<file path="src/verilog/sdram_pkg.sv">
// Shared widths, SDRAM command codes and the A-bus word layout, imported by every RTL block
package sdram_pkg;

    localparam int DATA_W  = 16;
    localparam int DQM_W   = DATA_W / 8;
    localparam int ROW_W   = 13;
    localparam int COL_W   = 9;
    localparam int BANK_W  = 2;
    localparam int HADDR_W = BANK_W + ROW_W + COL_W;   // Bank | row | column from the top down

    // Bit order is cs_n, ras_n, cas_n, we_n
    localparam logic [3:0] CMD_NOP       = 4'b1111;
    localparam logic [3:0] CMD_ACTIVE    = 4'b0011;
    localparam logic [3:0] CMD_READ      = 4'b0101;
    localparam logic [3:0] CMD_WRITE     = 4'b0100;
    localparam logic [3:0] CMD_PRECHARGE = 4'b0010;
    localparam logic [3:0] CMD_REFRESH   = 4'b0001;
    localparam logic [3:0] CMD_MODE      = 4'b0000;

    // One A-bus word, read as mode register contents or as a column address
    typedef union packed {
        struct packed {
            logic [ROW_W-8:0] op_mode;      // A12..A7
            logic [2:0]       cas_lat;
            logic             burst_type;
            logic [2:0]       burst_len;
        } mode;
        struct packed {
            logic [ROW_W-COL_W-3:0] rsvd_hi;
            logic                   ap;     // A10, auto-precharge or precharge all
            logic                   rsvd_lo;
            logic [COL_W-1:0]       col;
        } column;
    } sdram_a_u;

    // CAS 2, sequential, burst length 1
    localparam logic [ROW_W-1:0] MODE_CAS2 = {{(ROW_W-7){1'b0}}, 3'd2, 1'b0, 3'b000};

endpackage

</file>
<file path="src/verilog/sdram_ifs.sv">
// Internal buses of the controller: host requests into the sequencer, commands out to the pins
`timescale 1ns/1ps

interface req_bus;
    import sdram_pkg::*;

    logic               valid;
    logic               take;
    logic               we;
    logic [HADDR_W-1:0] addr;
    logic [DATA_W-1:0]  wdata;
    logic [DQM_W-1:0]   ds;

    // Item passes when valid and take are both high
    modport source (output valid, we, addr, wdata, ds, input take);
    modport sink (input valid, we, addr, wdata, ds, output take);
endinterface


</file>
<file path="src/verilog/host_port.sv">
// Host request port, takes req/ack requests and holds one in a slot for the sequencer
`timescale 1ns/1ps

module host_port (
    input  logic                          clk,
    input  logic                          resetn,
    input  logic                          req,
    input  logic                          we,
    input  logic [sdram_pkg::HADDR_W-1:0] addr,
    input  logic [sdram_pkg::DATA_W-1:0]  wdata,
    input  logic [sdram_pkg::DQM_W-1:0]   ds,
    output logic                          ack,
    req_bus.source                        bus
);

    logic load;

    // A request still held after its ack is not loaded twice
    assign load = req && !ack && (!bus.valid || bus.take);

    always_ff @(posedge clk or negedge resetn) begin
        if (!resetn) begin
            ack       <= 1'b0;
            bus.valid <= 1'b0;
        end else begin
            ack <= load;
            if (load) begin
                bus.valid <= 1'b1;
            end else if (bus.take) begin
                bus.valid <= 1'b0;      // Handed to the sequencer
            end
        end
    end

    always_ff @(posedge clk) begin
        if (load) begin
            bus.we    <= we;
            bus.addr  <= addr;
            bus.wdata <= wdata;
            bus.ds    <= ds;
        end
    end

    // A full slot keeps its request and gives no ack until the sequencer takes it
    slot_hold_a: assert property (@(posedge clk) disable iff (!resetn)
        bus.valid && !bus.take |=>
            !ack && bus.valid && $stable(bus.addr) && $stable(bus.wdata) && $stable(bus.we));

endmodule

</file>
<file path="src/flat_wrapper.sv">
// flat-port wrapper written by rule: the top's interface ports become plain ports
module host_port_flat 
  (clk, resetn, req, we, addr, wdata, ds, ack, bus_valid, bus_we, bus_addr, bus_wdata, bus_ds, bus_take);
  req_bus bus_i ();
  input  logic clk;
  input  logic resetn;
  input  logic req;
  input  logic we;
  input  logic [sdram_pkg::HADDR_W-1:0] addr;
  input  logic [sdram_pkg::DATA_W-1:0] wdata;
  input  logic [sdram_pkg::DQM_W-1:0] ds;
  output logic ack;
  output wire logic [$bits(bus_i.valid)-1:0] bus_valid;
  output wire logic [$bits(bus_i.we)-1:0] bus_we;
  output wire logic [$bits(bus_i.addr)-1:0] bus_addr;
  output wire logic [$bits(bus_i.wdata)-1:0] bus_wdata;
  output wire logic [$bits(bus_i.ds)-1:0] bus_ds;
  input wire logic [$bits(bus_i.take)-1:0] bus_take;
  assign bus_valid = bus_i.valid;
  assign bus_we = bus_i.we;
  assign bus_addr = bus_i.addr;
  assign bus_wdata = bus_i.wdata;
  assign bus_ds = bus_i.ds;
  assign bus_i.take = bus_take;
  host_port u_core (.clk(clk), .resetn(resetn), .req(req), .we(we), .addr(addr), .wdata(wdata), .ds(ds), .ack(ack), .bus(bus_i));
endmodule
</file>
<file path="config.mk">
export PLATFORM = sky130hd
export DESIGN_NAME = host_port_flat
export DESIGN_NICKNAME = d
export VERILOG_FILES = /design/src/verilog/sdram_pkg.sv /design/src/verilog/sdram_ifs.sv /design/src/verilog/host_port.sv /design/src/flat_wrapper.sv
export SDC_FILE = /design/constraint.sdc
export NUM_CORES = 1
export LEC_CHECK = 0
export BUFFER_PORTS_ARGS = -buffer_cell sky130_fd_sc_hd__buf_4
export CAP_MARGIN = 10
export CORE_MARGIN = 2
export CORE_UTILIZATION = 40
export CTS_CLUSTER_SIZE = 8
export DETAILED_ROUTE_END_ITERATION = 8
export PLACE_DENSITY_LB_ADDON = 0.1
export SYNTH_ARGS = -nofsm -noshare
export SYNTH_HDL_FRONTEND = slang
export SYNTH_SLANG_ARGS = --single-unit
</file>
<file path="constraint.sdc">
create_clock -name clk -period 2.5 [get_ports clk]
set_input_delay 0.375 -clock clk [delete_from_list [all_inputs] [get_ports clk]]
set_output_delay 0.375 -clock clk [all_outputs]
set_load 0.01 [all_outputs]
</file>
Yosys cells after proc, flatten, opt, wreduce, memory -nomap -nowiden
Cells that the tools add are included.
{"block": "word_totals", "register_bits": 45, "wordCells": 14, "out_inout_bits": 45, "in_bits": 47}
{"block": "classes", "n_reduce_logical": 6, "n_mux": 2}
{"operator": "$logic_and A1 B1 Y1", "n": 2}
{"operator": "$logic_not A1 Y1", "n": 2}
{"operator": "$mux W1", "n": 2}
{"operator": "$reduce_bool A2 Y1", "n": 1}
{"operator": "$logic_or A1 B1 Y1", "n": 1}

Longest topological paths before layout
Gate-level depths: netlist of run 1.
{"block": "logic_depth", "ltp_word": 4, "mapped_depth": 2, "ltp_nobuf": 2}

Worst setup path before layout of run 1
OpenSTA, ideal clock, no wires.
{"block": "synth_timing", "kind": "register to register", "startpoint": "register u_core.ack", "endpoint": "register u_core.bus.addr[0], enable pin", "setup_time_ps": 416, "stages_incl_launch_ff": 3, "period_less_slack_ps": 2168, "path_slack_ps": 332, "t_required_ps": 2084, "arrival_ps": 1751, "path_buffers": 0, "cell_sequence": "dfrtp_1 > nand2b_4 > a21oi_2"}
{"block": "synth_via", "elab_chain_cells": 3}
{"item": "start, declared", "line": "host_port.sv:12", "rtl": "output logic ack,"}
{"item": "start signal, assigned", "line": "host_port.sv:26", "rtl": "ack <= load;"}
{"item": "$logic_not A1 Y1", "line": "host_port.sv:19", "rtl": "assign load = req && !ack && (!bus.valid || bus.take);"}
{"item": "$logic_and A1 B1 Y1 (2 in series)", "line": "host_port.sv:19"}
{"item": "named net u_core.load", "line": "host_port.sv:16", "rtl": "logic load;"}
{"item": "end, declared", "line": "sdram_ifs.sv:15", "rtl": "modport source (output valid, we, addr, wdata, ds, input take);"}
The timed path passes the listed nets, and every way through them passes these cells.
A chain may end at the register's enable or synchronous reset.

Worst setup path in the final report of run 1
{"block": "layout_timing", "startpoint": "register u_core.ack", "endpoint": "register u_core.bus.wdata[12], enable pin"}
{"block": "layout_via", "elab_chain_cells": 3}
{"item": "$logic_not A1 Y1", "line": "host_port.sv:19"}
{"item": "$logic_and A1 B1 Y1 (2 in series)", "line": "host_port.sv:19"}
{"item": "named net u_core.load", "line": "host_port.sv:16"}
{"item": "end, declared", "line": "sdram_ifs.sv:15"}
The timed path passes the listed nets, and every way through them passes these cells.

==> flow_metrics.env, run 1 <==
export IMPL_status="finished, final reports clean"
export IMPL_crit_path_start_kind="flop"
export IMPL_fmax_mhz=590
export IMPL_endpoint_kind="flop"
export IMPL_multi_input_area_sq_um=38.8
export IMPL_worstSkewPairLatency_ps=340
export IMPL_max_cap_viol_count=0
export IMPL_gp_congestion=0.681
export IMPL_rsz0062_at_grt="no"
export IMPL_hold_path_class="input pin to flop"
export IMPL_yosysSeqAreaShare_pct=97.2
export IMPL_fillers=242
export IMPL_worst_pin_slew_ps=749
export IMPL_power_uw=1400
export IMPL_drt_iter0_drc=12
export IMPL_grtUsageTotal_pct=13.6
export IMPL_yosys_warnings=0
export IMPL_dp_hpwl_um=1920
export IMPL_period_minus_slack_ps=1700
export IMPL_first_pass_iters=4
export IMPL_clkTransAtPathRegs_ps=120
export IMPL_clockBufferDepth=2
export IMPL_ys_ff_latch=45
export IMPL_totalWireLength_um=2490
export IMPL_cp_max_fo=23
export IMPL_ios=92
export IMPL_antenna_cells=0
export IMPL_grt_busiest_layer="met2"
export IMPL_cts_tree="built"
export IMPL_core_area_sq_mm=0.00334
export IMPL_max_slew_margin_pct=49.9
export IMPL_port_buffers=91
export IMPL_slew_viol_final=0
export IMPL_rrSetupSlack_ps=800
export IMPL_cpLargestDelayFamily="compound AO/OA/AOI/OAI gates"
export IMPL_grt_pass1_vias=831
export IMPL_worstSetupPathType="flop to flop"
export IMPL_ys_types=6
export IMPL_synthSimpleGateAreaFrac_pct=0.997
export IMPL_final_nets=197
export IMPL_synth_top_family_by_area="compound AO/OA/AOI/OAI gates"
export IMPL_crit_chain="nand2b_4, a21oi_4, buf_12"
export IMPL_cts_made_buffers=5
export IMPL_drive_gt1_share_pct=67.5
export IMPL_overflow=0
export IMPL_fin_worst_skew_ps=3.72
export IMPL_max_stage_delay_ps=580
export IMPL_clock_sinks=45
export IMPL_start_util_pct=41.4
export IMPL_muxShareOfSynthArea_pct=0
export IMPL_final_core_util_pct=66.3
export IMPL_powerDensity_mw_per_mm2=634
export IMPL_syn2layout_area_growth_pct=60.4
export IMPL_vias=844
export IMPL_h_tree_depth=2
export IMPL_grt_max_degree=24
export IMPL_cp_num_buf_inv=1
export IMPL_syn_avg_cell_area_sq_um=27.6
export IMPL_regArea_sq_mm=0.00134
export IMPL_antenna_left=0
export IMPL_antenna_found_initial=0
export IMPL_die_h_um=62.7
export IMPL_die_area_sq_mm=0.00394
export IMPL_crit_required_ps=2560
export IMPL_setup_tns_ps=0
export IMPL_grt_pass1_wl_um=3960
export IMPL_crit_slowest_cell="a21oi_4"
export IMPL_root_buffer="clkbuf_4"
export IMPL_grtUsageMet2_pct=23.1
export IMPL_synthXorXnorAreaFrac_pct=0
export IMPL_syn_num_nets=97
export IMPL_die_x_um=62.7
export IMPL_avgViaCountPerCell=4.28
export IMPL_syn_inst=50
export IMPL_grtUsageMet1_pct=14.4
export IMPL_dpl_worst_slack_ps=809
export IMPL_worstPathArrival_ps=1750
export IMPL_synth_adder_area_share_pct=0
export IMPL_setup_violations=0
export IMPL_leakage_uw=0.000935
export IMPL_rows=21
export IMPL_vdd_drop_max_mv=0.417
export IMPL_cts_resized=0
export IMPL_hold_violations=0
export IMPL_netlist_area_sq_mm=0.00138
export IMPL_avgRoutedWirePerCell_um=12.7
export IMPL_route_detailed_drc=0
export IMPL_finalCritPeriodShare_pct=67.8
export IMPL_fin_ws_ps=804
export IMPL_synth_compound_area_share_pct=1.27
export IMPL_met3_usage_pct=7.75
-- flip-flops by register name (all words and copies together), names as in the netlist --
register and flops:
u_core.bus.addr 24, u_core.bus.ds 2, u_core.bus.wdata 16, u_core.ack 1, u_core.bus.valid 1, u_core.bus.we 1
-- report_power, final --
| group | internal, uW | leakage [uW] | switching, uW |
|---|---|---|---|
| logic | 108 | 0.000473 | 77.4 |
| registers | 885 | 0.000429 | 14.9 |
| clock network | 107 | 0.0000326 | 210 |
-- per-layer routing --
metal / up-vias / wire length, um
met4: 0 / 11
li1: 397 / -
met2: 60 / 1280
met5: - / 0
met3: 3 / 297
met1: 384 / 908
-- what timing repair did --
| action | 4_1_cts | 5_1_grt |
|---|---|---|
| endpoints found under the hold margin | 2 | 0 |
| hold buffers | 1 | 0 |
| buffers inserted | 0 | 0 |
-- kinds of logic (layout without fill, tap and decap cells) --
| family | Yosys count | after routing |
|---|---|---|
| flops | 45 | 45 |
| compound gates | 2 | 2 |
| buf+inv | 2 | 103 |
| simple gates | 1 | 1 |
-- Yosys cell counts --
cell      number  area [sq um]
o21ai_2        1          8.76
nand2b_4       1          13.8
dfrtp_1        2          50.1
a21oi_2        1          8.76
inv_1          2          7.51
edfxtp_1      43          1290
-- cell type report --
cell class / count / area share (%)
clock buffer: 5 / 1.70
clock inverter: 3 / 0.791
timing repair buffer: 93 / 32.2
multi-input combinational: 3 / 1.75
sequential: 45 / 60.6
tap: 46 / 2.60
inverter: 2 / 0.339
-- layout by cell type (no fill, tap or decap), drive strengths merged --
cell type	netlist	routed
buf	0	92
dfrtp	2	2
nand2b	1	1
clkbuf	0	5
dlygate4sd3	0	1
clkinv	0	3
a21oi	1	1
edfxtp	43	43
o21ai	1	1
inv	2	2
-- per-stage QoR --
stage	instances	area [sq um]	hold slack, ps
6_report	197	2210	201
5_1_grt	197	2210	161
4_1_cts	197	2210	181
3_5_place_dp	188	2150	160
3_3_place_gp	188	2150	157
2_1_floorplan	50	1380	79.4
-- final timing paths --
| check | from | endpoint | cells past startpoint |
|---|---|---|---|
| max | u_core.ack$_DFF_PN0_ | u_core.bus.wdata[12]$_DFFE_PP_ | 3 |
| min | bus_take | u_core.bus.valid$_DFFE_PN0P_ | 2 |
| max reg2reg | u_core.ack$_DFF_PN0_ | u_core.bus.wdata[12]$_DFFE_PP_ | 3 |
| min reg2reg | u_core.ack$_DFF_PN0_ | u_core.bus.valid$_DFFE_PN0P_ | 2 |
| max in group asynchronous | resetn | u_core.bus.valid$_DFFE_PN0P_ | 2 |
| min in group asynchronous | resetn | u_core.ack$_DFF_PN0_ | 2 |
No activity file was read; power rests on OpenSTA's default activity.
==> inputs of run 2 (changes only) <==
--- a/config.mk
+++ b/config.mk
@@ -5,10 +5,11 @@
 export SDC_FILE = /design/constraint.sdc
 export NUM_CORES = 1
 export LEC_CHECK = 0
+export ABC_AREA = 1
 export BUFFER_PORTS_ARGS = -buffer_cell sky130_fd_sc_hd__buf_4
 export CAP_MARGIN = 10
 export CORE_MARGIN = 2
-export CORE_UTILIZATION = 40
+export CORE_UTILIZATION = 36
 export CTS_CLUSTER_SIZE = 8
 export DETAILED_ROUTE_END_ITERATION = 8
 export PLACE_DENSITY_LB_ADDON = 0.1
==> constraint.sdc (replaced) <==
create_clock -name clk -period 1.5 [get_ports clk]
set_input_delay 0.225 -clock clk [delete_from_list [all_inputs] [get_ports clk]]
set_output_delay 0.225 -clock clk [all_outputs]
set_load 0.01 [all_outputs]
==> flow_metrics.env, run 2 <==
export IMPL_grt_pass1_wl_um=3710
export IMPL_cts_tree="built"
export IMPL_synth_top_cell_area_share_pct=94.0
export IMPL_gp_congestion=0.635
export IMPL_rr_worst_depth=4
export IMPL_setup_violations=0
export IMPL_slew_viol_final=0
export IMPL_largest_reg_flops=24
export IMPL_die_h_um=65.8
export IMPL_finalCritPeriodShare_pct=83.0
export IMPL_grtUsageTotal_pct=12.3
export IMPL_design_area_sq_mm=0.00224
export IMPL_yosysSeqAreaShare_pct=97.6
export IMPL_ys_types=7
export IMPL_dpl_cell_area_sq_mm=0.00215
export IMPL_max_slew_margin_pct=85.2
export IMPL_synth_common_cells="edfxtp_1 (43), dfrtp_1 (2), inv_1 (2), nand2_1 (2), nor2_1 (2)"
export IMPL_powerDensity_mw_per_mm2=1090
export IMPL_combPwrFrac_pct=12.8
export IMPL_die_area_sq_mm=0.00433
export IMPL_antenna_cells=0
export IMPL_postCtsSetupRepairBufs=0
export IMPL_route_detailed_drc=0
export IMPL_fmax_mhz=804
export IMPL_crit_required_ps=1470
export IMPL_core_area_sq_mm=0.00366
export IMPL_antenna_left=0
export IMPL_layout_cells_most_common="buf_4"
export IMPL_seqPwrFrac_pct=61.2
export IMPL_max_cap_viol_count=0
export IMPL_cts_resized=0
export IMPL_syn_inst=53
export IMPL_die_x_um=65.8
export IMPL_cts_made_buffers=5
export IMPL_synth_area_leaders="edfxtp_1 (94%), dfrtp_1 (3.6%), inv_1 (0.55%), nand2_1 (0.55%), nor2_1 (0.55%)"
export IMPL_worst_path_stages=4
export IMPL_power_frac_clock_pct=26.1
export IMPL_synth_edf_count=43
export IMPL_drt_iter0_drc=21
export IMPL_clkTransAtPathRegs_ps=70
export IMPL_syn2layout_area_growth_pct=63.1
export IMPL_root_buffer="clkbuf_8"
export IMPL_met3_usage_pct=5.11
export IMPL_overflow=0
export IMPL_power_net_switching_uw=480
export IMPL_reg_top3="u_core.bus.addr (24), u_core.bus.wdata (16), u_core.bus.ds (2)"
export IMPL_rsz0062_at_grt="no"
export IMPL_async_flop_share_pct=4.44
export IMPL_fillers=288
export IMPL_final_nets=201
export IMPL_drive_gt1_share_pct=65.6
export IMPL_netlist_area_sq_mm=0.00137
export IMPL_endpoint_kind="flop"
export IMPL_syn_num_nets=100
export IMPL_grt_max_degree=27
export IMPL_grtUsageMet1_pct=12.5
export IMPL_hold_path_class="input pin to flop"
export IMPL_avgViaCountPerCell=4.10
export IMPL_rows=22
export IMPL_worstSkewPairLatency_ps=280
export IMPL_vias=828
export IMPL_max_stage_delay_ps=400
export IMPL_period_minus_slack_ps=1240
export IMPL_hold_depth=1
export IMPL_worstPathArrival_ps=1210
export IMPL_fin_worst_skew_ps=5.30
export IMPL_synth_area_leader_cell="edfxtp_1"
export IMPL_post_synth_top_count_cell="edfxtp_1"
export IMPL_leakage_uw=0.000950
export IMPL_clock_sinks=45
export IMPL_h_tree_depth=2
export IMPL_start_util_pct=37.5
export IMPL_totalWireLength_um=2580
export IMPL_synth_flop_cell="edfxtp_1"
export IMPL_cell_internal_pwr_uw=1970
export IMPL_avgRoutedWirePerCell_um=12.8
export IMPL_final_core_util_pct=61.2
export IMPL_ios=92
export IMPL_syn_avg_cell_area_sq_um=25.9
export IMPL_crit_path_start_kind="flop"
export IMPL_worst_pin_slew_ps=221
export IMPL_final_cell_mix="buf_4 (92), edfxtp_1 (43), clkbuf_8 (5)"
export IMPL_vdd_drop_max_mv=0.565
export IMPL_antenna_found_initial=0
export IMPL_grtUsageMet2_pct=20.6
export IMPL_ys_ff_latch=45
export IMPL_dp_hpwl_um=2010
export IMPL_swShare_pct=19.6
export IMPL_worstSetupPathType="flop to flop"
export IMPL_crit_slowest_cell="dfrtp_1"
export IMPL_regMostFlops="u_core.bus.addr"
export IMPL_status="finished, final reports clean"
export IMPL_crit_chain="inv_1, nor2_2, nor2_4, buf_4"
export IMPL_cts_hold_buf=1
export IMPL_port_buffers=91
export IMPL_grt_busiest_layer="met2"
export IMPL_hold_violations=0
export IMPL_yosys_warnings=0
export IMPL_clockBufferDepth=2
export IMPL_cp_num_buf_inv=2
export IMPL_cpLargestDelayFamily="flip-flops"
export IMPL_first_pass_iters=4
export IMPL_cp_max_fo=18
export IMPL_grt_pass1_vias=816
## run 2: cell types whose count changed after synthesis, sizes merged
cell,previous run,this run
clkinv,0,1
nor2,0,2
a21oi,1,0
o21ai,1,0
nand2,0,3
nand2b,1,0
## run 2: layout make-up
type / instances / area [sq um] / share of cell area (%)
Inverter: 3 / 11.3 / 0.503
Multi-Input combinational cell: 5 / 31.3 / 1.40
Timing Repair Buffer: 94 / 721 / 32.2
Clock buffer: 6 / 72.6 / 3.24
Clock inverter: 1 / 3.75 / 0.168
Sequential cell: 45 / 1340 / 59.9
Tap cell: 48 / 60.1 / 2.68
## run 2: path summary, 6_finish.rpt
kind                                              start  slack (ps)                       endpoint
setup / recovery           u_core.bus.valid$_DFFE_PN0P_         260   u_core.bus.addr[6]$_DFFE_PP_
hold reg to reg            u_core.bus.valid$_DFFE_PN0P_         520   u_core.bus.valid$_DFFE_PN0P_
setup reg to reg           u_core.bus.valid$_DFFE_PN0P_         260   u_core.bus.addr[6]$_DFFE_PP_
max in group asynchronous                        resetn        1160   u_core.bus.valid$_DFFE_PN0P_
min in group asynchronous                        resetn         260           u_core.ack$_DFF_PN0_
hold / removal                                 addr[21]         120  u_core.bus.addr[21]$_DFFE_PP_
## run 2: stage by stage
stage	total power [uW]	setup TNS (ps)	setup WS, ps	hold WS [ps]	instances
floorplan	1610	-3880	-90.3	-70.6	53
global placement	1840	0	318	7.76	194
detailed placement	1850	0	244	8.86	194
CTS	2490	0	232	105	202
global route	2560	0	195	101	202
finish	2450	0	255	118	202
## run 2: kinds of logic (layout without fill, tap and decap cells)
family | after synthesis | in the layout | synth area share (%)
flip-flops | 45 | 45 | 97.6
buffers and inverters | 3 | 104 | 0.820
AND/OR/NAND/NOR | 5 | 5 | 1.55
## run 2: metal layers
metal  share of wire, %  vias up
li1                   -      400
met1                 34      377
met2                 54       47
met3                 11        4
met4                1.6        0
met5                  0        -
## run 2: power by group through the flow
stage / Clock [uW] / Combinational [uW] / Sequential (uW)
after floorplan: 0 / 41.0 / 1570
after global placement: 0 / 311 / 1520
after detailed placement: 0 / 317 / 1530
after CTS: 675 / 320 / 1500
after global routing: 717 / 337 / 1510
final: 639 / 313 / 1500
