<file path="config.mk">
export PLATFORM = sky130hd
export DESIGN_NAME = sdram_sequencer_flat
export DESIGN_NICKNAME = d
export VERILOG_FILES = /design/src/verilog/sdram_pkg.sv /design/src/verilog/sdram_ifs.sv /design/src/verilog/init_sequencer.sv /design/src/verilog/sdram_sequencer.sv /design/src/flat_wrapper.sv
export SDC_FILE = /design/constraint.sdc
export NUM_CORES = 1
export LEC_CHECK = 0
export BUFFER_PORTS_ARGS = -buffer_cell sky130_fd_sc_hd__buf_2
export CORE_ASPECT_RATIO = 0.8
export CORE_MARGIN = 4
export CORE_UTILIZATION = 38
export DETAILED_ROUTE_END_ITERATION = 10
export SYNTH_ARGS = -nofsm -noshare
export SYNTH_HDL_FRONTEND = slang
export SYNTH_SLANG_ARGS = --single-unit
</file>
<file path="constraint.sdc">
create_clock -name clk -period 6.71 [get_ports clk]
set_input_delay 1.342 -clock clk [delete_from_list [all_inputs] [get_ports clk]]
set_output_delay 1.342 -clock clk [all_outputs]
set_load 0.01 [all_outputs]
</file>
<file path="src/verilog/sdram_pkg.sv">
// Shared widths, SDRAM command codes and the A-bus word layout, imported by every RTL block
package sdram_pkg;

    localparam int DATA_W  = 16;
    localparam int DQM_W   = DATA_W / 8;
    localparam int ROW_W   = 13;
    localparam int COL_W   = 9;
    localparam int BANK_W  = 2;
    localparam int HADDR_W = BANK_W + ROW_W + COL_W;   // Bank | row | column from the top down

    // Bit order is cs_n, ras_n, cas_n, we_n
    localparam logic [3:0] CMD_NOP       = 4'b1111;
    localparam logic [3:0] CMD_ACTIVE    = 4'b0011;
    localparam logic [3:0] CMD_READ      = 4'b0101;
    localparam logic [3:0] CMD_WRITE     = 4'b0100;
    localparam logic [3:0] CMD_PRECHARGE = 4'b0010;
    localparam logic [3:0] CMD_REFRESH   = 4'b0001;
    localparam logic [3:0] CMD_MODE      = 4'b0000;

    // One A-bus word, read as mode register contents or as a column address
    typedef union packed {
        struct packed {
            logic [ROW_W-8:0] op_mode;      // A12..A7
            logic [2:0]       cas_lat;
            logic             burst_type;
            logic [2:0]       burst_len;
        } mode;
        struct packed {
            logic [ROW_W-COL_W-3:0] rsvd_hi;
            logic                   ap;     // A10, auto-precharge or precharge all
            logic                   rsvd_lo;
            logic [COL_W-1:0]       col;
        } column;
    } sdram_a_u;

    // CAS 2, sequential, burst length 1
    localparam logic [ROW_W-1:0] MODE_CAS2 = {{(ROW_W-7){1'b0}}, 3'd2, 1'b0, 3'b000};

endpackage

</file>
<file path="src/verilog/sdram_ifs.sv">
// Internal buses of the controller: host requests into the sequencer, commands out to the pins
`timescale 1ns/1ps

interface req_bus;
    import sdram_pkg::*;

    logic               valid;
    logic               take;
    logic               we;
    logic [HADDR_W-1:0] addr;
    logic [DATA_W-1:0]  wdata;
    logic [DQM_W-1:0]   ds;

    // Item passes when valid and take are both high
    modport source (output valid, we, addr, wdata, ds, input take);
    modport sink (input valid, we, addr, wdata, ds, output take);
endinterface

interface cmd_bus;
    import sdram_pkg::*;

    logic [3:0]        cmd;
    logic [BANK_W-1:0] ba;
    sdram_a_u          a;
    logic [DQM_W-1:0]  dqm;
    logic [DATA_W-1:0] wdata;
    logic              drive;       // Write data goes out with this command
    logic              rd_issue;    // Marks a READ for the capture pipe

    modport source (output cmd, ba, a, dqm, wdata, drive, rd_issue);
    modport sink (input cmd, ba, a, dqm, wdata, drive, rd_issue);
endinterface

</file>
<file path="src/verilog/init_sequencer.sv">
// Power-up command order for the SDRAM, raises done once the mode register is set
`timescale 1ns/1ps

module init_sequencer #(
    parameter int T_RP  = 2,
    parameter int T_RC  = 6,
    parameter int T_MRD = 2
) (
    input  logic                clk,
    input  logic                resetn,
    output logic [3:0]          cmd,
    output sdram_pkg::sdram_a_u a,
    output logic                done
);
    import sdram_pkg::*;

    localparam int LAST = T_RP + 2 * T_RC + T_MRD;
    localparam int CW   = $clog2(LAST + 2);

    logic [CW-1:0] step;

    always_ff @(posedge clk or negedge resetn) begin
        if (!resetn) begin
            step <= '0;
            cmd  <= CMD_NOP;
            a    <= '0;
            done <= 1'b0;
        end else if (!done) begin
            step <= step + 1'b1;
            cmd  <= CMD_NOP;
            a    <= '0;
            if (step == '0) begin
                cmd         <= CMD_PRECHARGE;
                a.column.ap <= 1'b1;    // All banks
            end else if (step == CW'(T_RP) || step == CW'(T_RP + T_RC)) begin
                cmd <= CMD_REFRESH;
            end else if (step == CW'(T_RP + 2 * T_RC)) begin
                cmd    <= CMD_MODE;
                a.mode <= MODE_CAS2;
            end else if (step == CW'(LAST)) begin
                done <= 1'b1;           // Held until the next reset
            end
        end
    end

    // Once done, this block stays silent
    quiet_after_done_a: assert property (@(posedge clk) disable iff (!resetn)
        done |=> (done && cmd == CMD_NOP));

endmodule

</file>
<file path="src/verilog/sdram_sequencer.sv">
// Command scheduler, chooses between refresh and host access and times each SDRAM command
`timescale 1ns/1ps

module sdram_sequencer #(
    parameter int CAS_LATENCY      = 2,
    parameter int T_RP             = 2,
    parameter int T_RCD            = 2,
    parameter int T_RC             = 6,
    parameter int T_WR             = 2,
    parameter int T_MRD            = 2,
    parameter int REFRESH_INTERVAL = 501
) (
    input  logic    clk,
    input  logic    resetn,
    req_bus.sink    req,
    cmd_bus.source  cmd_out
);
    import sdram_pkg::*;

    localparam logic [1:0] ST_IDLE     = 2'd0;
    localparam logic [1:0] ST_REFRESH  = 2'd1;
    localparam logic [1:0] ST_ACTIVATE = 2'd2;
    localparam logic [1:0] ST_RECOVER  = 2'd3;
    localparam int RW = $clog2(REFRESH_INTERVAL + 1);

    logic [3:0]        init_cmd;
    sdram_a_u          init_a;
    logic              init_done;

    logic [1:0]        state;
    logic [7:0]        wait_cnt;
    logic [RW-1:0]     ref_cnt;
    logic              refresh_due;
    logic              start_ref;
    logic              start_acc;
    logic              issue_rw;

    logic [3:0]        acc_cmd;
    logic [DQM_W-1:0]  acc_dqm;
    logic              acc_drive;
    logic              acc_rd_issue;
    logic [BANK_W-1:0] acc_ba;
    sdram_a_u          acc_a;
    logic [COL_W-1:0]  acc_col;
    logic              acc_we;
    logic [DATA_W-1:0] acc_wdata;

    init_sequencer #(
        .T_RP  (T_RP),
        .T_RC  (T_RC),
        .T_MRD (T_MRD)
    ) init_i (
        .clk    (clk),
        .resetn (resetn),
        .cmd    (init_cmd),
        .a      (init_a),
        .done   (init_done)
    );

    assign refresh_due = (ref_cnt == RW'(REFRESH_INTERVAL));
    assign start_ref   = (state == ST_IDLE) && init_done && refresh_due;   // Refresh wins
    assign req.take    = (state == ST_IDLE) && init_done && !refresh_due;
    assign start_acc   = req.take && req.valid;
    assign issue_rw    = (state == ST_ACTIVATE) && (wait_cnt == '0);

    always_ff @(posedge clk or negedge resetn) begin
        if (!resetn) begin
            state        <= ST_IDLE;
            wait_cnt     <= '0;
            ref_cnt      <= '0;
            acc_cmd      <= CMD_NOP;
            acc_dqm      <= '1;
            acc_drive    <= 1'b0;
            acc_rd_issue <= 1'b0;
        end else begin
            acc_cmd      <= CMD_NOP;
            acc_drive    <= 1'b0;
            acc_rd_issue <= 1'b0;

            if (start_ref) begin
                ref_cnt <= '0;
            end else if (!refresh_due) begin
                ref_cnt <= ref_cnt + 1'b1;
            end

            case (state)
                ST_IDLE: begin
                    if (start_ref) begin
                        acc_cmd  <= CMD_REFRESH;
                        state    <= ST_REFRESH;
                        wait_cnt <= 8'(T_RC - 2);   // Next command lands T_RC later
                    end else if (start_acc) begin
                        acc_cmd  <= CMD_ACTIVE;
                        acc_dqm  <= req.we ? ~req.ds : '0;
                        state    <= ST_ACTIVATE;
                        wait_cnt <= 8'(T_RCD - 1);
                    end
                end
                ST_ACTIVATE: begin
                    if (wait_cnt == '0) begin
                        acc_cmd      <= acc_we ? CMD_WRITE : CMD_READ;
                        acc_drive    <= acc_we;
                        acc_rd_issue <= !acc_we;
                        state        <= ST_RECOVER;
                        // Auto-precharge runs in the background
                        wait_cnt     <= acc_we ? 8'(T_WR + T_RP - 2)
                                               : 8'(CAS_LATENCY + T_RP - 2);
                    end else begin
                        wait_cnt <= wait_cnt - 1'b1;
                    end
                end
                ST_REFRESH, ST_RECOVER: begin
                    if (wait_cnt == '0) begin
                        state   <= ST_IDLE;
                        acc_dqm <= '1;
                    end else begin
                        wait_cnt <= wait_cnt - 1'b1;
                    end
                end
                default: state <= ST_IDLE;
            endcase
        end
    end

    // Address and data of the access in progress
    always_ff @(posedge clk) begin
        if (start_acc) begin
            acc_ba    <= req.addr[HADDR_W-1 -: BANK_W];
            acc_a     <= req.addr[COL_W +: ROW_W];      // Row for ACTIVE
            acc_col   <= req.addr[COL_W-1:0];
            acc_we    <= req.we;
            acc_wdata <= req.wdata;
        end else if (issue_rw) begin
            acc_a           <= '0;
            acc_a.column.col <= acc_col;
            acc_a.column.ap  <= 1'b1;
        end
    end

    // Init owns the bus until done
    assign cmd_out.cmd      = init_done ? acc_cmd : init_cmd;
    assign cmd_out.a        = init_done ? acc_a : init_a;
    assign cmd_out.ba       = init_done ? acc_ba : '0;
    assign cmd_out.dqm      = init_done ? acc_dqm : '1;
    assign cmd_out.wdata    = acc_wdata;
    assign cmd_out.drive    = acc_drive;
    assign cmd_out.rd_issue = acc_rd_issue;

    rcd_a: assert property (@(posedge clk) disable iff (!resetn)
        (cmd_out.cmd == CMD_READ || cmd_out.cmd == CMD_WRITE)
            |-> $past(cmd_out.cmd, T_RCD) == CMD_ACTIVE);

endmodule

</file>
<file path="src/flat_wrapper.sv">
// flat-port wrapper written by rule: the top's interface ports become plain ports
module sdram_sequencer_flat import sdram_pkg::*;
#(
    parameter int CAS_LATENCY      = 2,
    parameter int T_RP             = 2,
    parameter int T_RCD            = 2,
    parameter int T_RC             = 6,
    parameter int T_WR             = 2,
    parameter int T_MRD            = 2,
    parameter int REFRESH_INTERVAL = 501
)
  (clk, resetn, req_valid, req_we, req_addr, req_wdata, req_ds, req_take, cmd_out_cmd, cmd_out_ba, cmd_out_a, cmd_out_dqm, cmd_out_wdata, cmd_out_drive, cmd_out_rd_issue);
  req_bus req_i ();
  cmd_bus cmd_out_i ();
  input  logic clk;
  input  logic resetn;
  input wire logic [$bits(req_i.valid)-1:0] req_valid;
  input wire logic [$bits(req_i.we)-1:0] req_we;
  input wire logic [$bits(req_i.addr)-1:0] req_addr;
  input wire logic [$bits(req_i.wdata)-1:0] req_wdata;
  input wire logic [$bits(req_i.ds)-1:0] req_ds;
  output wire logic [$bits(req_i.take)-1:0] req_take;
  output wire logic [$bits(cmd_out_i.cmd)-1:0] cmd_out_cmd;
  output wire logic [$bits(cmd_out_i.ba)-1:0] cmd_out_ba;
  output wire logic [$bits(cmd_out_i.a)-1:0] cmd_out_a;
  output wire logic [$bits(cmd_out_i.dqm)-1:0] cmd_out_dqm;
  output wire logic [$bits(cmd_out_i.wdata)-1:0] cmd_out_wdata;
  output wire logic [$bits(cmd_out_i.drive)-1:0] cmd_out_drive;
  output wire logic [$bits(cmd_out_i.rd_issue)-1:0] cmd_out_rd_issue;
  assign req_i.valid = req_valid;
  assign req_i.we = req_we;
  assign req_i.addr = req_addr;
  assign req_i.wdata = req_wdata;
  assign req_i.ds = req_ds;
  assign req_take = req_i.take;
  assign cmd_out_cmd = cmd_out_i.cmd;
  assign cmd_out_ba = cmd_out_i.ba;
  assign cmd_out_a = cmd_out_i.a;
  assign cmd_out_dqm = cmd_out_i.dqm;
  assign cmd_out_wdata = cmd_out_i.wdata;
  assign cmd_out_drive = cmd_out_i.drive;
  assign cmd_out_rd_issue = cmd_out_i.rd_issue;
  sdram_sequencer #(.CAS_LATENCY(CAS_LATENCY), .T_RP(T_RP), .T_RCD(T_RCD), .T_RC(T_RC), .T_WR(T_WR), .T_MRD(T_MRD), .REFRESH_INTERVAL(REFRESH_INTERVAL)) u_core (.clk(clk), .resetn(resetn), .req(req_i), .cmd_out(cmd_out_i));
endmodule
</file>
# Word level (Yosys, flattened, before mapping)
# Cells that the tools add are included.
word_totals:
  out_inout_bits: 40
  inputBits: 46
  ff_bits: 91
op_classes:
  eq_ne: 15
  muxes: 44
  n_reduce_logical: 17
  bitwise_logic: 1
  n_addsub: 3
op_table:
  columns: ["operator", "count"]
  rows:
  - ["$mux 13", 3]
  - ["$mux 8", 4]
  - ["$mux 4", 7]
  - ["$pmux 8 s3", 1]
  - ["$mux 2", 10]
  - ["$mux 9", 2]
  - ["$mux 6", 2]
  - ["$mux 1", 11]
  - ["$eq 5x4->1 const B", 2]
  - ["$mux 10", 1]
  - ["$add 9x1->9 const B", 1]
  - ["$eq 9x9->1 const B", 1]
  - ["$logic_not 8->1", 1]
  - ["$ne 2x2->1 const B", 4]
  - ["$pmux 4 s2", 1]
  - ["$sub 8x1->8 const B", 1]
  - ["$pmux 2 s3", 1]
  - ["$add 5x1->5 const B", 1]
  - ["$eq 5x2->1 const B", 1]
  - ["$eq 5x5->1 const B", 1]
  - ["$logic_and 1x1->1", 5]
  - ["$logic_not 5->1", 1]
  - ["$eq 2x2->1 const B", 2]
  - ["$ne 2x1->1 const B", 2]
  - ["12 further kinds", 14]

# Logic depth before layout (Yosys ltp)
# Gate-level depths: netlist (run 1).
depth:
  depth_word: 7
  ltp_mapped: 7
  mapped_depth_nobuf: 6

# By module
# Synthesis (run 1) repeated with hierarchy kept, for this count alone.
hier_totals:
  cells_unflattened: 299
  hier_area_um2: 3661.0
by_module_without_submodules:
  columns: ["mod", "seq_area_each_um2", "area_per_inst_um2", "instances", "cells_per_inst"]
  rows:
  - ["sdram_sequencer", 1914.3, 3056.7, 1, 242]
  - ["init_sequencer", 279.0, 604.3, 1, 57]

# Least setup slack after synthesis (run 1)
# No wires, ideal clock.
synth_timing:
  path_type: "reg2out"
  start: "reg u_core.init_i.done"
  end: "out cmd_out_cmd[0]"
  t_arrival_ps: 1273
  slack_ps: 4095
  required_time_ps: 5368
  n_path_buf: 2
  path_stages_with_launch: 4
  path_cell_list: "dfrtp_1 > clkbuf_1 > clkbuf_1 > mux2_2"
synth_between:
  elab_chain_cells: 1
synth_lines:
  columns: ["element", "line_no", "rtl"]
  rows:
  - ["start: declaration", "init_sequencer.sv:13", "output logic done"]
  - ["start signal: assignment", "init_sequencer.sv:27", "done <= 1'b0;"]
  - ["start signal: assignment", "init_sequencer.sv:41", "done <= 1'b1;"]
  - ["$mux 4", "sdram_sequencer.sv:141", "assign cmd_out.cmd = init_done ? acc_cmd : init_cmd;"]
  - ["end: declaration", "flat_wrapper.sv:23", "output wire logic [$bits(cmd_out_i.cmd)-1:0] cmd_out_cmd;"]
# Every way passes these cells.

# Worst setup path in the final report (run 1)
layout_timing:
  start: "reg u_core.init_i.done"
  end: "out req_take"
layout_between:
  elab_chain_cells: 2
layout_lines:
  columns: ["element", "line_no", "rtl"]
  rows:
  - ["$logic_and 1x1->1 (2 in a row)", "sdram_sequencer.sv:62", "assign req.take = (state == ST_IDLE) && init_done && !refresh_due;"]
  - ["end: declaration", "flat_wrapper.sv:22", "output wire logic [$bits(req_i.take)-1:0] req_take;"]
# Every way passes these cells.

==> results of run 1 <==
power breakdown:
part / switching (W) / leakage, nW / internal, W / total, W
Sequential: 0 / 0.803 / 0.000510 / 0.000510
Clock: 0.000180 / 0.149 / 0.000312 / 0.000492
Combinational: 0.00000847 / 0.812 / 0.00000953 / 0.0000180
flip-flops by register name, indices dropped and copies added, names as in the netlist, 3 cells and up:
register              cells
u_core.cmd_out.wdata     16
u_core.acc_a             13
u_core.acc_col            9
u_core.ref_cnt            9
u_core.wait_cnt           8
u_core.init_i.step        5
u_core.acc_cmd            4
u_core.init_i.cmd         3
cells in the mapped netlist (all sizes together), types with 7 or more instances:
| cell type | number |
|---|---|
| mux2 | 13 |
| nand3 | 9 |
| and2 | 19 |
| xnor2 | 7 |
| dfstp | 9 |
| dfrtp | 29 |
| edfxtp | 41 |
| nor2 | 11 |
| o21ai | 18 |
| inv | 13 |
| a21oi | 8 |
| nand2 | 12 |
stage by stage:
stage               hold slack [ns]  worst slack [ns]  cells
finish                        0.438              3.22    474
global route                  0.475              3.02    474
CTS                           0.444              3.19    474
detailed placement            0.436              3.55    458
global placement              0.439              3.56    458
floorplan                     0.395              4.10    270
logic make-up (layout without fill, tap and decap cells):
kind of cell               count (synthesis)  after routing  share of synthesized area
and+or+nand+nor                           87             87                      0.146
muxes                                     13             13                     0.0426
AOI/OAI and AO/OA                         55             55                      0.106
adders and majority gates                  6              6                     0.0218
DFF                                       79             79                      0.638
buffers and inverters                     22            114                     0.0258
xor gates and xnor gates                   8              8                     0.0204
routing by layer:
metal,GRT usage,vias to the layer above
met3,0.0453,12
met4,0.0524,0
met1,0.177,1122
li1,-,1161
met5,0,-
met2,0.221,45
layout by cell type, fill, tap and decap left out, types with 3 or more instances in the layout:
| master | Yosys | routed |
|---|---|---|
| buf_2 | 2 | 85 |
| edfxtp_1 | 41 | 41 |
| dfrtp_1 | 29 | 29 |
| and2_1 | 19 | 19 |
| o21ai_0 | 18 | 18 |
| mux2_2 | 13 | 13 |
| inv_1 | 12 | 12 |
| nand2_1 | 12 | 12 |
| nor2_1 | 11 | 11 |
| nand3_1 | 9 | 9 |
| clkbuf_16 | 0 | 9 |
| dfstp_2 | 9 | 9 |
| xnor2_1 | 7 | 7 |
| a21oi_1 | 7 | 7 |
| nor3_1 | 6 | 6 |
| nand2b_1 | 6 | 6 |
| ha_1 | 6 | 6 |
| a21o_1 | 5 | 5 |
| a31oi_1 | 5 | 5 |
| o211ai_1 | 4 | 4 |
| nor3b_1 | 3 | 3 |
| and3_1 | 3 | 3 |
| o31ai_1 | 3 | 3 |
| a22o_1 | 3 | 3 |
critical path: stages, from the launching register on:
cell and delay, ns:
dfrtp_1 1.04, or3b_1 0.52, nor2_1 0.13, buf_2 0.14
cell type report:
cell class	count	area, sq um
clock buffers	13	264
inverters	13	48.8
flip-flops and latches	79	2190
well taps	112	140
fillers	784	4360
clock inverters	3	42.5
repair buffers	85	425
multi-input cells	169	1160
worst max-delay path by stage:
stage                             from              to  slack [ns]  cells after the start
finish              u_core.init_i.done        req_take        3.22                      3
global route        u_core.init_i.done        req_take        3.02                      3
CTS                 u_core.init_i.done        req_take        3.19                      3
detailed placement  u_core.init_i.done        req_take        3.55                      3
global placement    u_core.init_i.done        req_take        3.56                      3
floorplan           u_core.init_i.done  cmd_out_cmd[0]        4.10                      3
==> metrics.cfg, run 1 <==
[outcome]
status = finished clean

[die]
rows = 30
io_pins = 86
start_util = 0.398
coreArea_sq_um = 8630
die_w_um = 114
dieArea_sq_um = 10600
die_h_um = 93.1

[yosys]
syn_nets = 322
synth_edf_count = 41
ys_ff_latch = 79
synthTopCellsByArea = edfxtp_1 36%, dfrtp_1 21%, dfstp_2 6.9%, mux2_2 4.3%, and2_1 3.5%
ys_seq_area_frac = 0.638
synthFlopType = edfxtp_1
netlist_instances = 270
yosys_warnings = 0
synth_top_area_frac = 0.358
syn_area_sq_um = 3440
yosysTopAreaCell = edfxtp_1
async_reset_ff_frac = 0.481
avgSynthCellArea_sq_um = 12.7
yosysUniqueCellTypes = 51

[route]
avgRoutedWirePerCell_um = 14.8
routed_wl_um = 7030
vias = 2340
wl_met3_um = 327
drc = 0
topRoutingLayerUsed = met4
postRouteAntennaNets = 0
firstDrtPassIters = 4
wl_met1_um = 3200
dr_wl_met2_um = 3370
initialDrtViolationCount = 150
viasPerCell = 4.94

[placement]
dp.final_hpwl_um = 5070
place_congestion = 0.820
dpl_cell_area_sq_um = 3960
numPortBuffers = 85

[sta]
slew_violations = 0
max-slew-margin-rel = 0.299
setup_viol = 0
min_period_ns = 3.49
worst_slew_pin_slew_ns = 1.05
min_period_over_period = 0.520
fmax_ghz = 0.286
grt_setup_unrepaired = false
setup_tns_ns = 0
final.setup_skew_ns = 0.00672
finalHoldViolCount = 0

[worst_setup_path]
crit_path_start_kind = flip-flop
critPathArrivalTime_ns = 2.15
critPathKind = flip-flop to primary output
worstReg2RegStart = u_core.init_i.done
rrSetupSlack_ns = 3.86
r2r-end = u_core.cmd_out.wdata[8]
crit_required_ns = 5.37
crit_path_end_kind = primary output
worstRegToRegCells = 3
worstPathMaxFanout = 39

[final_layout]
final_nets = 409
insertedDiodeCount = 0
area_delta_synth_final_pct = 24.2
fin_util = 0.495
fin_area_sq_um = 4270
drive_above_1_share = 0.362

[power]
total_leakage_power_nw = 1.76
cellPowerDensity_nw_per_um2 = 239
p_total_w = 0.00102
peakVddDrop_mv = 0.136

[cts]
clock-sinks = 79
clkSlewWorstSetupHoldPaths_ns = 0.06
cts_tree = yes
cts_made_buffers = 9
cts_setup_buffers = 0
holdBufCountCts = 0
cts_max_level = 3
clk_latency_ns = 0.33
cts_buffer_depth = 2
cts_resized = 0
cts_root_buf = clkbuf_16

[flow_run]
drv_cap = 0

[min_path]
min_path_cells = 1
min-delay-start = u_core.acc_we
holdPathEnd = u_core.cmd_out.rd_issue
min_path_type = flip-flop to flip-flop

[global_routing]
grt-ovfl-total = 0
grt_max_degree = 40
grt_usage = 0.139
grt_pass1_vias = 2309
grt_pass1_wl_um = 11400
antenna_found_initial = 0

Note: power is estimated with default switching activity, not from simulation.
==> inputs of run 2 (changes only) <==
- clock period: 6.71 -> 3 ns (I/O delays scaled with it)
==> run 2 against run 1 <==
- final cell count is 0.84% higher
- sequential share of layout area is 0.31 points lower
- critical endpoint is now u_core.acc_a[5]
- critical path type is now flip-flop to flip-flop
- total power is 120% higher
- worst setup slack worse by 2.7 ns
- largest cell class unchanged
- highest routed layer unchanged
==> metrics.cfg, run 2 (synthesized netlist as in run 1, its figures left out) <==
[sta]
grt_setup_unrepaired = false  ; unchanged
final.setup_skew_ns = 0.00885  ; was 0.00672 ns
min_period_ns = 2.49
hold-worst-slack_ns = 0.369  ; was 0.438 ns
fmax_ghz = 0.401
setup_viol = 0  ; unchanged
slew_violations = 0  ; unchanged
min_period_over_period = 0.831
finalHoldViolCount = 0  ; unchanged
worst_slew_pin_slew_ns = 0.831  ; was 1.05 ns
max-slew-margin-rel = 0.446  ; was 0.299
setup_tns_ns = 0  ; unchanged

[global_routing]
antenna_found_initial = 0  ; unchanged
grt-ovfl-total = 0  ; unchanged
grt_pass1_wl_um = 12000  ; was 11400 um
grt_usage = 0.146  ; was 0.139
grt_pass1_vias = 2360  ; was 2309
grt_max_degree = 39  ; was 40

[route]
drc = 0  ; unchanged
avgRoutedWirePerCell_um = 15.4  ; was 14.8 um
firstDrtPassIters = 4  ; unchanged
vias = 2410  ; was 2340
viasPerCell = 5.04  ; was 4.94
routed_wl_um = 7370  ; was 7030 um
initialDrtViolationCount = 214  ; was 150
postRouteAntennaNets = 0  ; unchanged

[placement]
numPortBuffers = 85  ; unchanged
dp.final_hpwl_um = 5240  ; was 5070 um
place_congestion = 0.833  ; was 0.820
dpl_cell_area_sq_um = 3990  ; was 3960 sq um

[power]
cellPowerDensity_nw_per_um2 = 531  ; was 239 nW/um^2
peakVddDrop_mv = 0.315  ; was 0.136 mV
total_leakage_power_nw = 1.78  ; was 1.76 nW

[worst_setup_path]
critPathArrivalTime_ns = 2.46  ; was 2.15 ns
crit_slowest_cell = or3b_2  ; was dfrtp_1
worstPathMaxFanout = 13  ; was 39
cp_slowest_stage_delay_ns = 0.52  ; was 1.04 ns
crit_path_end_kind = flip-flop  ; was primary output
cp_top_family = simple AND/OR/NAND/NOR gates  ; was flip-flops
critPathKind = flip-flop to flip-flop  ; was flip-flop to primary output
crit_required_ns = 2.97  ; was 5.37 ns
worstPathCellList = inv_1 -> ha_1 -> or3b_2 -> or4_1 -> nand2_1  ; was or3b_1 -> nor2_1 -> buf_2
crit_buf_inv = 1  ; unchanged
crit_path_start_kind = flip-flop  ; unchanged

[outcome]
status = finished clean  ; unchanged

[cts]
clk_latency_ns = 0.33  ; about the same
holdBufCountCts = 0  ; unchanged
cts_max_level = 3  ; unchanged
cts_resized = 0  ; unchanged
cts_root_buf = clkbuf_16  ; unchanged
cts_tree = yes  ; unchanged
clkSlewWorstSetupHoldPaths_ns = 0.06  ; about the same
clock-sinks = 79  ; unchanged
cts_buffer_depth = 2  ; unchanged
cts_setup_buffers = 0  ; unchanged
cts_made_buffers = 9  ; unchanged

[die]
die_w_um = 114  ; unchanged
io_pins = 86  ; unchanged
dieArea_sq_um = 10600  ; unchanged
die_h_um = 93.1  ; unchanged
start_util = 0.398  ; unchanged
coreArea_sq_um = 8630  ; unchanged
rows = 30  ; unchanged

[final_layout]
layout_common_cells = 85 x buf_2, 41 x edfxtp_1, 29 x dfrtp_1, 19 x and2_1, 18 x o21ai_0  ; unchanged
drive_above_1_share = 0.372  ; was 0.362
insertedDiodeCount = 0  ; unchanged
fillCellCount = 797  ; was 784
area_delta_synth_final_pct = 25.0  ; was 24.2%
largest_register_ff_count = 16  ; unchanged
fin_area_sq_um = 4300  ; was 4270 sq um
final_common_cell = buf_2  ; unchanged
final_nets = 413  ; was 409

[flow_run]
drv_cap = 0  ; unchanged

[min_path]
min_path_type = primary input to asynchronous set/reset pin  ; was flip-flop to flip-flop

run 2: area by class of cell:
cell class	count	area, sq um	area share
sequential	79	2190	0.510
multi-input combinational	169	1160	0.269
timing repair buffer	89	455	0.106
clock buffer	11	246	0.0574
tap	112	140	0.0326
clock inverter	5	56.3	0.0131
inverter	13	48.8	0.0114
run 2: final timing paths:
path                       slack [ns]  cells past startpoint                 endpoint          startpoint
setup reg to reg                 0.51                      5          u_core.acc_a[5]  u_core.wait_cnt[0]
hold / removal                   0.37                      1        u_core.ref_cnt[0]              resetn
min in group clk                 0.43                      1  u_core.cmd_out.rd_issue       u_core.acc_we
hold reg to reg                  0.43                      1  u_core.cmd_out.rd_issue       u_core.acc_we
setup / recovery                 0.51                      5          u_core.acc_a[5]  u_core.wait_cnt[0]
max in group asynchronous        2.10                      1       u_core.wait_cnt[0]              resetn
run 2: metal layers:
metal | vias to the layer above | part of all wire | track usage
met1 | 1192 | 0.46 | 0.192
li1 | 1168 | - | -
met4 | 0 | 0.0090 | 0.0356
met3 | 7 | 0.049 | 0.0492
met5 | - | 0 | 0
met2 | 43 | 0.48 | 0.232
run 2: per-stage QoR:
stage / setup slack, ns / utilization / total power [W] / cells
finish: 0.507 / 0.498 / 0.00228 / 478
global route: 0.367 / 0.498 / 0.00238 / 478
CTS: 0.501 / 0.498 / 0.00231 / 478
detailed placement: 0.497 / 0.463 / 0.00120 / 462
global placement: 0.567 / 0.463 / 0.00120 / 462
floorplan: 0.762 / - / 0.00116 / 270
run 2: where the power goes:
| part | leakage [nW] | internal, W | total, W | switching (W) |
|---|---|---|---|---|
| sequential | 0.803 | 0.00114 | 0.00114 | 0 |
| clock | 0.149 | 0.000676 | 0.00110 | 0.000426 |
| combinational | 0.831 | 0.0000213 | 0.0000407 | 0.0000194 |
| total | 1.78 | 0.00184 | 0.00228 | 0.000446 |
==> inputs of run 3 (changes only) <==
- ABC_AREA: unset -> 1
- clock period: 3 -> 2.1 ns (I/O delays scaled with it)
==> run 3 against run 2 <==
- total power rose by 130%
- non-clock buffer count grew 6
- worst hold slack lost 0.31 ns
- via count rose by 10%
- clock power rose by 26%
- final cell count up 22%
- global-route usage fell by 0.83 points
- sequential share of layout area down 2.8 points
- utilization is 0.36 points lower
- die area is 5.5% higher
- routed wire length up 2.0%
- critical endpoint is now req_take
==> metrics.cfg, run 3 <==
[outcome]
status = finished clean  ; unchanged

[power]
total_leakage_power_nw = 2.27  ; was 1.78 nW
intPower_w = 0.00341  ; was 0.00184 W
p_seq_frac = 0.411  ; was 0.499
clockPowerShare = 0.265  ; was 0.483
cellPowerDensity_nw_per_um2 = 1150  ; was 531 nW/um^2
combPwrFrac = 0.324  ; was 0.018
p_total_w = 0.00524  ; was 0.00228 W
peakVddDrop_mv = 0.646  ; was 0.315 mV
power.switching_w = 0.00182  ; was 0.000446 W
switching_share = 0.348  ; was 0.195

[cts]
clock-sinks = 79  ; unchanged
cts_buffer_depth = 2  ; unchanged
cts_tree = yes  ; unchanged
cts_root_buf = clkbuf_16  ; unchanged
cts_made_buffers = 9  ; unchanged
cts_setup_buffers = 0  ; unchanged
cts_max_level = 3  ; unchanged
cts_resized = 0  ; unchanged
clk_latency_ns = 0.33  ; about the same
clkSlewWorstSetupHoldPaths_ns = 0.06  ; about the same
holdBufCountCts = 0  ; unchanged

[yosys]
synthTopCellsByArea = edfxtp_1 34%, dfrtp_1 20%, nand2_1 12%, dfstp_2 6.5%, inv_1 5.4%  ; was edfxtp_1 36%, dfrtp_1 21%, dfstp_2 6.9%, mux2_2 4.3%, and2_1 3.5%
syn_area_sq_um = 3640  ; was 3440 sq um
yosys.cell_count.top_type = nand2_1  ; was edfxtp_1
netlist_instances = 364  ; was 270
async_reset_ff_frac = 0.481  ; unchanged
ys_seq_area_frac = 0.602  ; was 0.638
avgSynthCellArea_sq_um = 10.0  ; was 12.7 sq um
yosys_warnings = 0  ; unchanged
synthFlopType = edfxtp_1  ; unchanged
synth_top_area_frac = 0.338  ; was 0.358
syn_nets = 416  ; was 322
yosysUniqueCellTypes = 32  ; was 51
synth_common_cells = 113 x nand2_1, 52 x inv_1, 41 x edfxtp_1  ; was 41 x edfxtp_1, 29 x dfrtp_1, 19 x and2_1
synth_edf_count = 41  ; unchanged
ys_ff_latch = 79  ; unchanged
yosysTopAreaCell = edfxtp_1  ; unchanged

[die]
rows = 31  ; was 30
die_h_um = 95.6  ; was 93.1 um
dieArea_sq_um = 11200  ; was 10600 sq um
coreArea_sq_um = 9190  ; was 8630 sq um
io_pins = 86  ; unchanged
die_w_um = 117  ; was 114 um
start_util = 0.396  ; was 0.398

[global_routing]
grt_usage = 0.137  ; was 0.146
grt-ovfl-total = 0  ; unchanged
grt_max_degree = 29  ; was 39
grt_pass1_wl_um = 12200  ; was 12000 um
grt_pass1_vias = 2619  ; was 2360
antenna_found_initial = 0  ; unchanged

[route]
drc = 0  ; unchanged
initialDrtViolationCount = 169  ; was 214
viasPerCell = 4.56  ; was 5.04
avgRoutedWirePerCell_um = 12.9  ; was 15.4 um
firstDrtPassIters = 5  ; was 4
vias = 2657  ; was 2410
routed_wl_um = 7520  ; was 7370 um
postRouteAntennaNets = 0  ; unchanged

[worst_setup_path]
critPathArrivalTime_ns = 1.55  ; was 2.46 ns
worstPathCellList = inv_1 -> ha_1 -> nand2_1 -> nor2_4 -> nand2_4 -> nand2_4 -> inv_1 -> buf_2  ; was inv_1 -> ha_1 -> or3b_2 -> or4_1 -> nand2_1
rrSetupSlack_ns = 0.17  ; was 0.51 ns
crit_required_ns = 1.68  ; was 2.97 ns
crit_buf_inv = 3  ; was 1
worstRegToRegCells = 9  ; was 5
cp-startpoint = u_core.ref_cnt[1]  ; was u_core.wait_cnt[0]
worstPathMaxFanout = 5  ; was 13
crit_slowest_cell = dfrtp_1  ; was or3b_2
crit_path_end = req_take  ; was u_core.acc_a[5]
critPathKind = flip-flop to primary output  ; was flip-flop to flip-flop
cp_num_cells = 8  ; was 5
r2r-end = u_core.acc_a[4]  ; was u_core.acc_a[5]
cp_top_family = flip-flops  ; was simple AND/OR/NAND/NOR gates
cp_slowest_stage_delay_ns = 0.41  ; was 0.52 ns
crit_path_start_kind = flip-flop  ; unchanged
crit_path_end_kind = primary output  ; was flip-flop
worstReg2RegStart = u_core.wait_cnt[0]  ; unchanged

[final_layout]
final_common_cell = nand2_1  ; was buf_2
layout_common_cells = 113 x nand2_1, 85 x buf_2, 52 x inv_1, 41 x edfxtp_1, 29 x dfrtp_1  ; was 85 x buf_2, 41 x edfxtp_1, 29 x dfrtp_1, 19 x and2_1, 18 x o21ai_0
drive_above_1_share = 0.303  ; was 0.372
area_delta_synth_final_pct = 24.6  ; was 25.0%
largest_register_ff_count = 16  ; unchanged
fin_area_sq_um = 4540  ; was 4300 sq um
final_nets = 515  ; was 413
layout.cells.non_filler = 583  ; was 478
insertedDiodeCount = 0  ; unchanged

[flow_run]
drv_cap = 0  ; unchanged

[sta]
worst_slew_pin_slew_ns = 0.529  ; was 0.831 ns
grt_setup_unrepaired = false  ; unchanged
fmax_ghz = 0.508
min_period_ns = 1.97
finalHoldViolCount = 0  ; unchanged
final.setup_skew_ns = 0.00970  ; was 0.00885 ns
setup_viol = 0  ; unchanged
setup_tns_ns = 0  ; unchanged
max-slew-margin-rel = 0.647  ; was 0.446
min_period_over_period = 0.938
slew_violations = 0  ; unchanged

[min_path]
min_path_type = primary input to asynchronous set/reset pin  ; unchanged

[placement]
place_congestion = 0.878  ; was 0.833
dp.final_hpwl_um = 5810  ; was 5240 um
place_inst = 566  ; was 462
numPortBuffers = 85  ; unchanged
dpl_cell_area_sq_um = 4270  ; was 3990 sq um

==> run 3: cell types whose count changed after synthesis, moves of 6 or more <==
cell and delta:
nand2_1 +101, inv_1 +40, and2_1 -19, mux2_2 -13, nand3_1 +8, nand2b_1 -6
nor2_1 +6
==> run 3: power groups by stage <==
stage	registers (W)	clock network, W	logic [W]
after floorplan	0.00215	0	0.00118
after global placement	0.00218	0	0.00169
after detailed placement	0.00218	0	0.00170
after CTS	0.00215	0.00143	0.00170
after global routing	0.00219	0.00149	0.00191
final	0.00215	0.00139	0.00170
==> run 3: per-stage QoR <==
step / setup slack, ns / util / hold WS [ns]
final: 0.131 / 0.494 / 0.0590
after global routing: 0.00195 / 0.494 / 0.0948
after CTS: 0.0540 / 0.493 / 0.0630
after detailed placement: 0.186 / 0.464 / 0.427
after global placement: 0.255 / 0.464 / 0.426
after floorplan: 0.255 / - / 0.124
==> run 3: logic make-up after synthesis <==
group / after synthesis / share of synthesized area
buffers and inverters: 60 / 0.0673
xor gates and xnor gates: 8 / 0.0192
adders and majority gates: 6 / 0.0206
and+or+nand+nor: 177 / 0.239
AOI/OAI and AO/OA: 34 / 0.0518
DFF: 79 / 0.602
==> run 3: area by class of cell <==
class	instances	area, sq um
clock buffers	10	229
clock inverters	6	37.5
fillers	859	4650
inverters	53	206
multi-input cells	225	1210
flip-flops and latches	79	2190
well taps	115	144
repair buffers	95	526
==> run 3: worst min-delay path by stage <==
| stage | slack (ns) | start | endpoint |
|---|---|---|---|
| 6_report | 0.06 | resetn | u_core.init_i.step[1] |
| 5_1_grt | 0.09 | resetn | u_core.init_i.step[1] |
| 4_1_cts | 0.06 | resetn | u_core.init_i.step[3] |
| 3_5_place_dp | 0.43 | resetn | u_core.init_i.step[4] |
| 3_3_place_gp | 0.43 | resetn | u_core.init_i.step[4] |
| 2_1_floorplan | 0.12 | resetn | u_core.cmd_out.drive |
==> run 3: worst reg2reg max path: stages (launching register included) <==
cell	delay, ns
dfrtp_1	0.38
inv_1	0.09
ha_1	0.25
nand2_1	0.11
nor2_2	0.13
nand2_4	0.13
nor2_2	0.14
inv_1	0.11
nand2_1	0.07
buf_4	0.21
==> run 3: metal layers <==
metal	vias to the layer above	GRT usage	wire, um
li1	1363	-	-
met1	1206	0.182	3590
met2	77	0.209	3300
met3	11	0.0522	537
met4	0	0.0468	98
met5	-	0	0
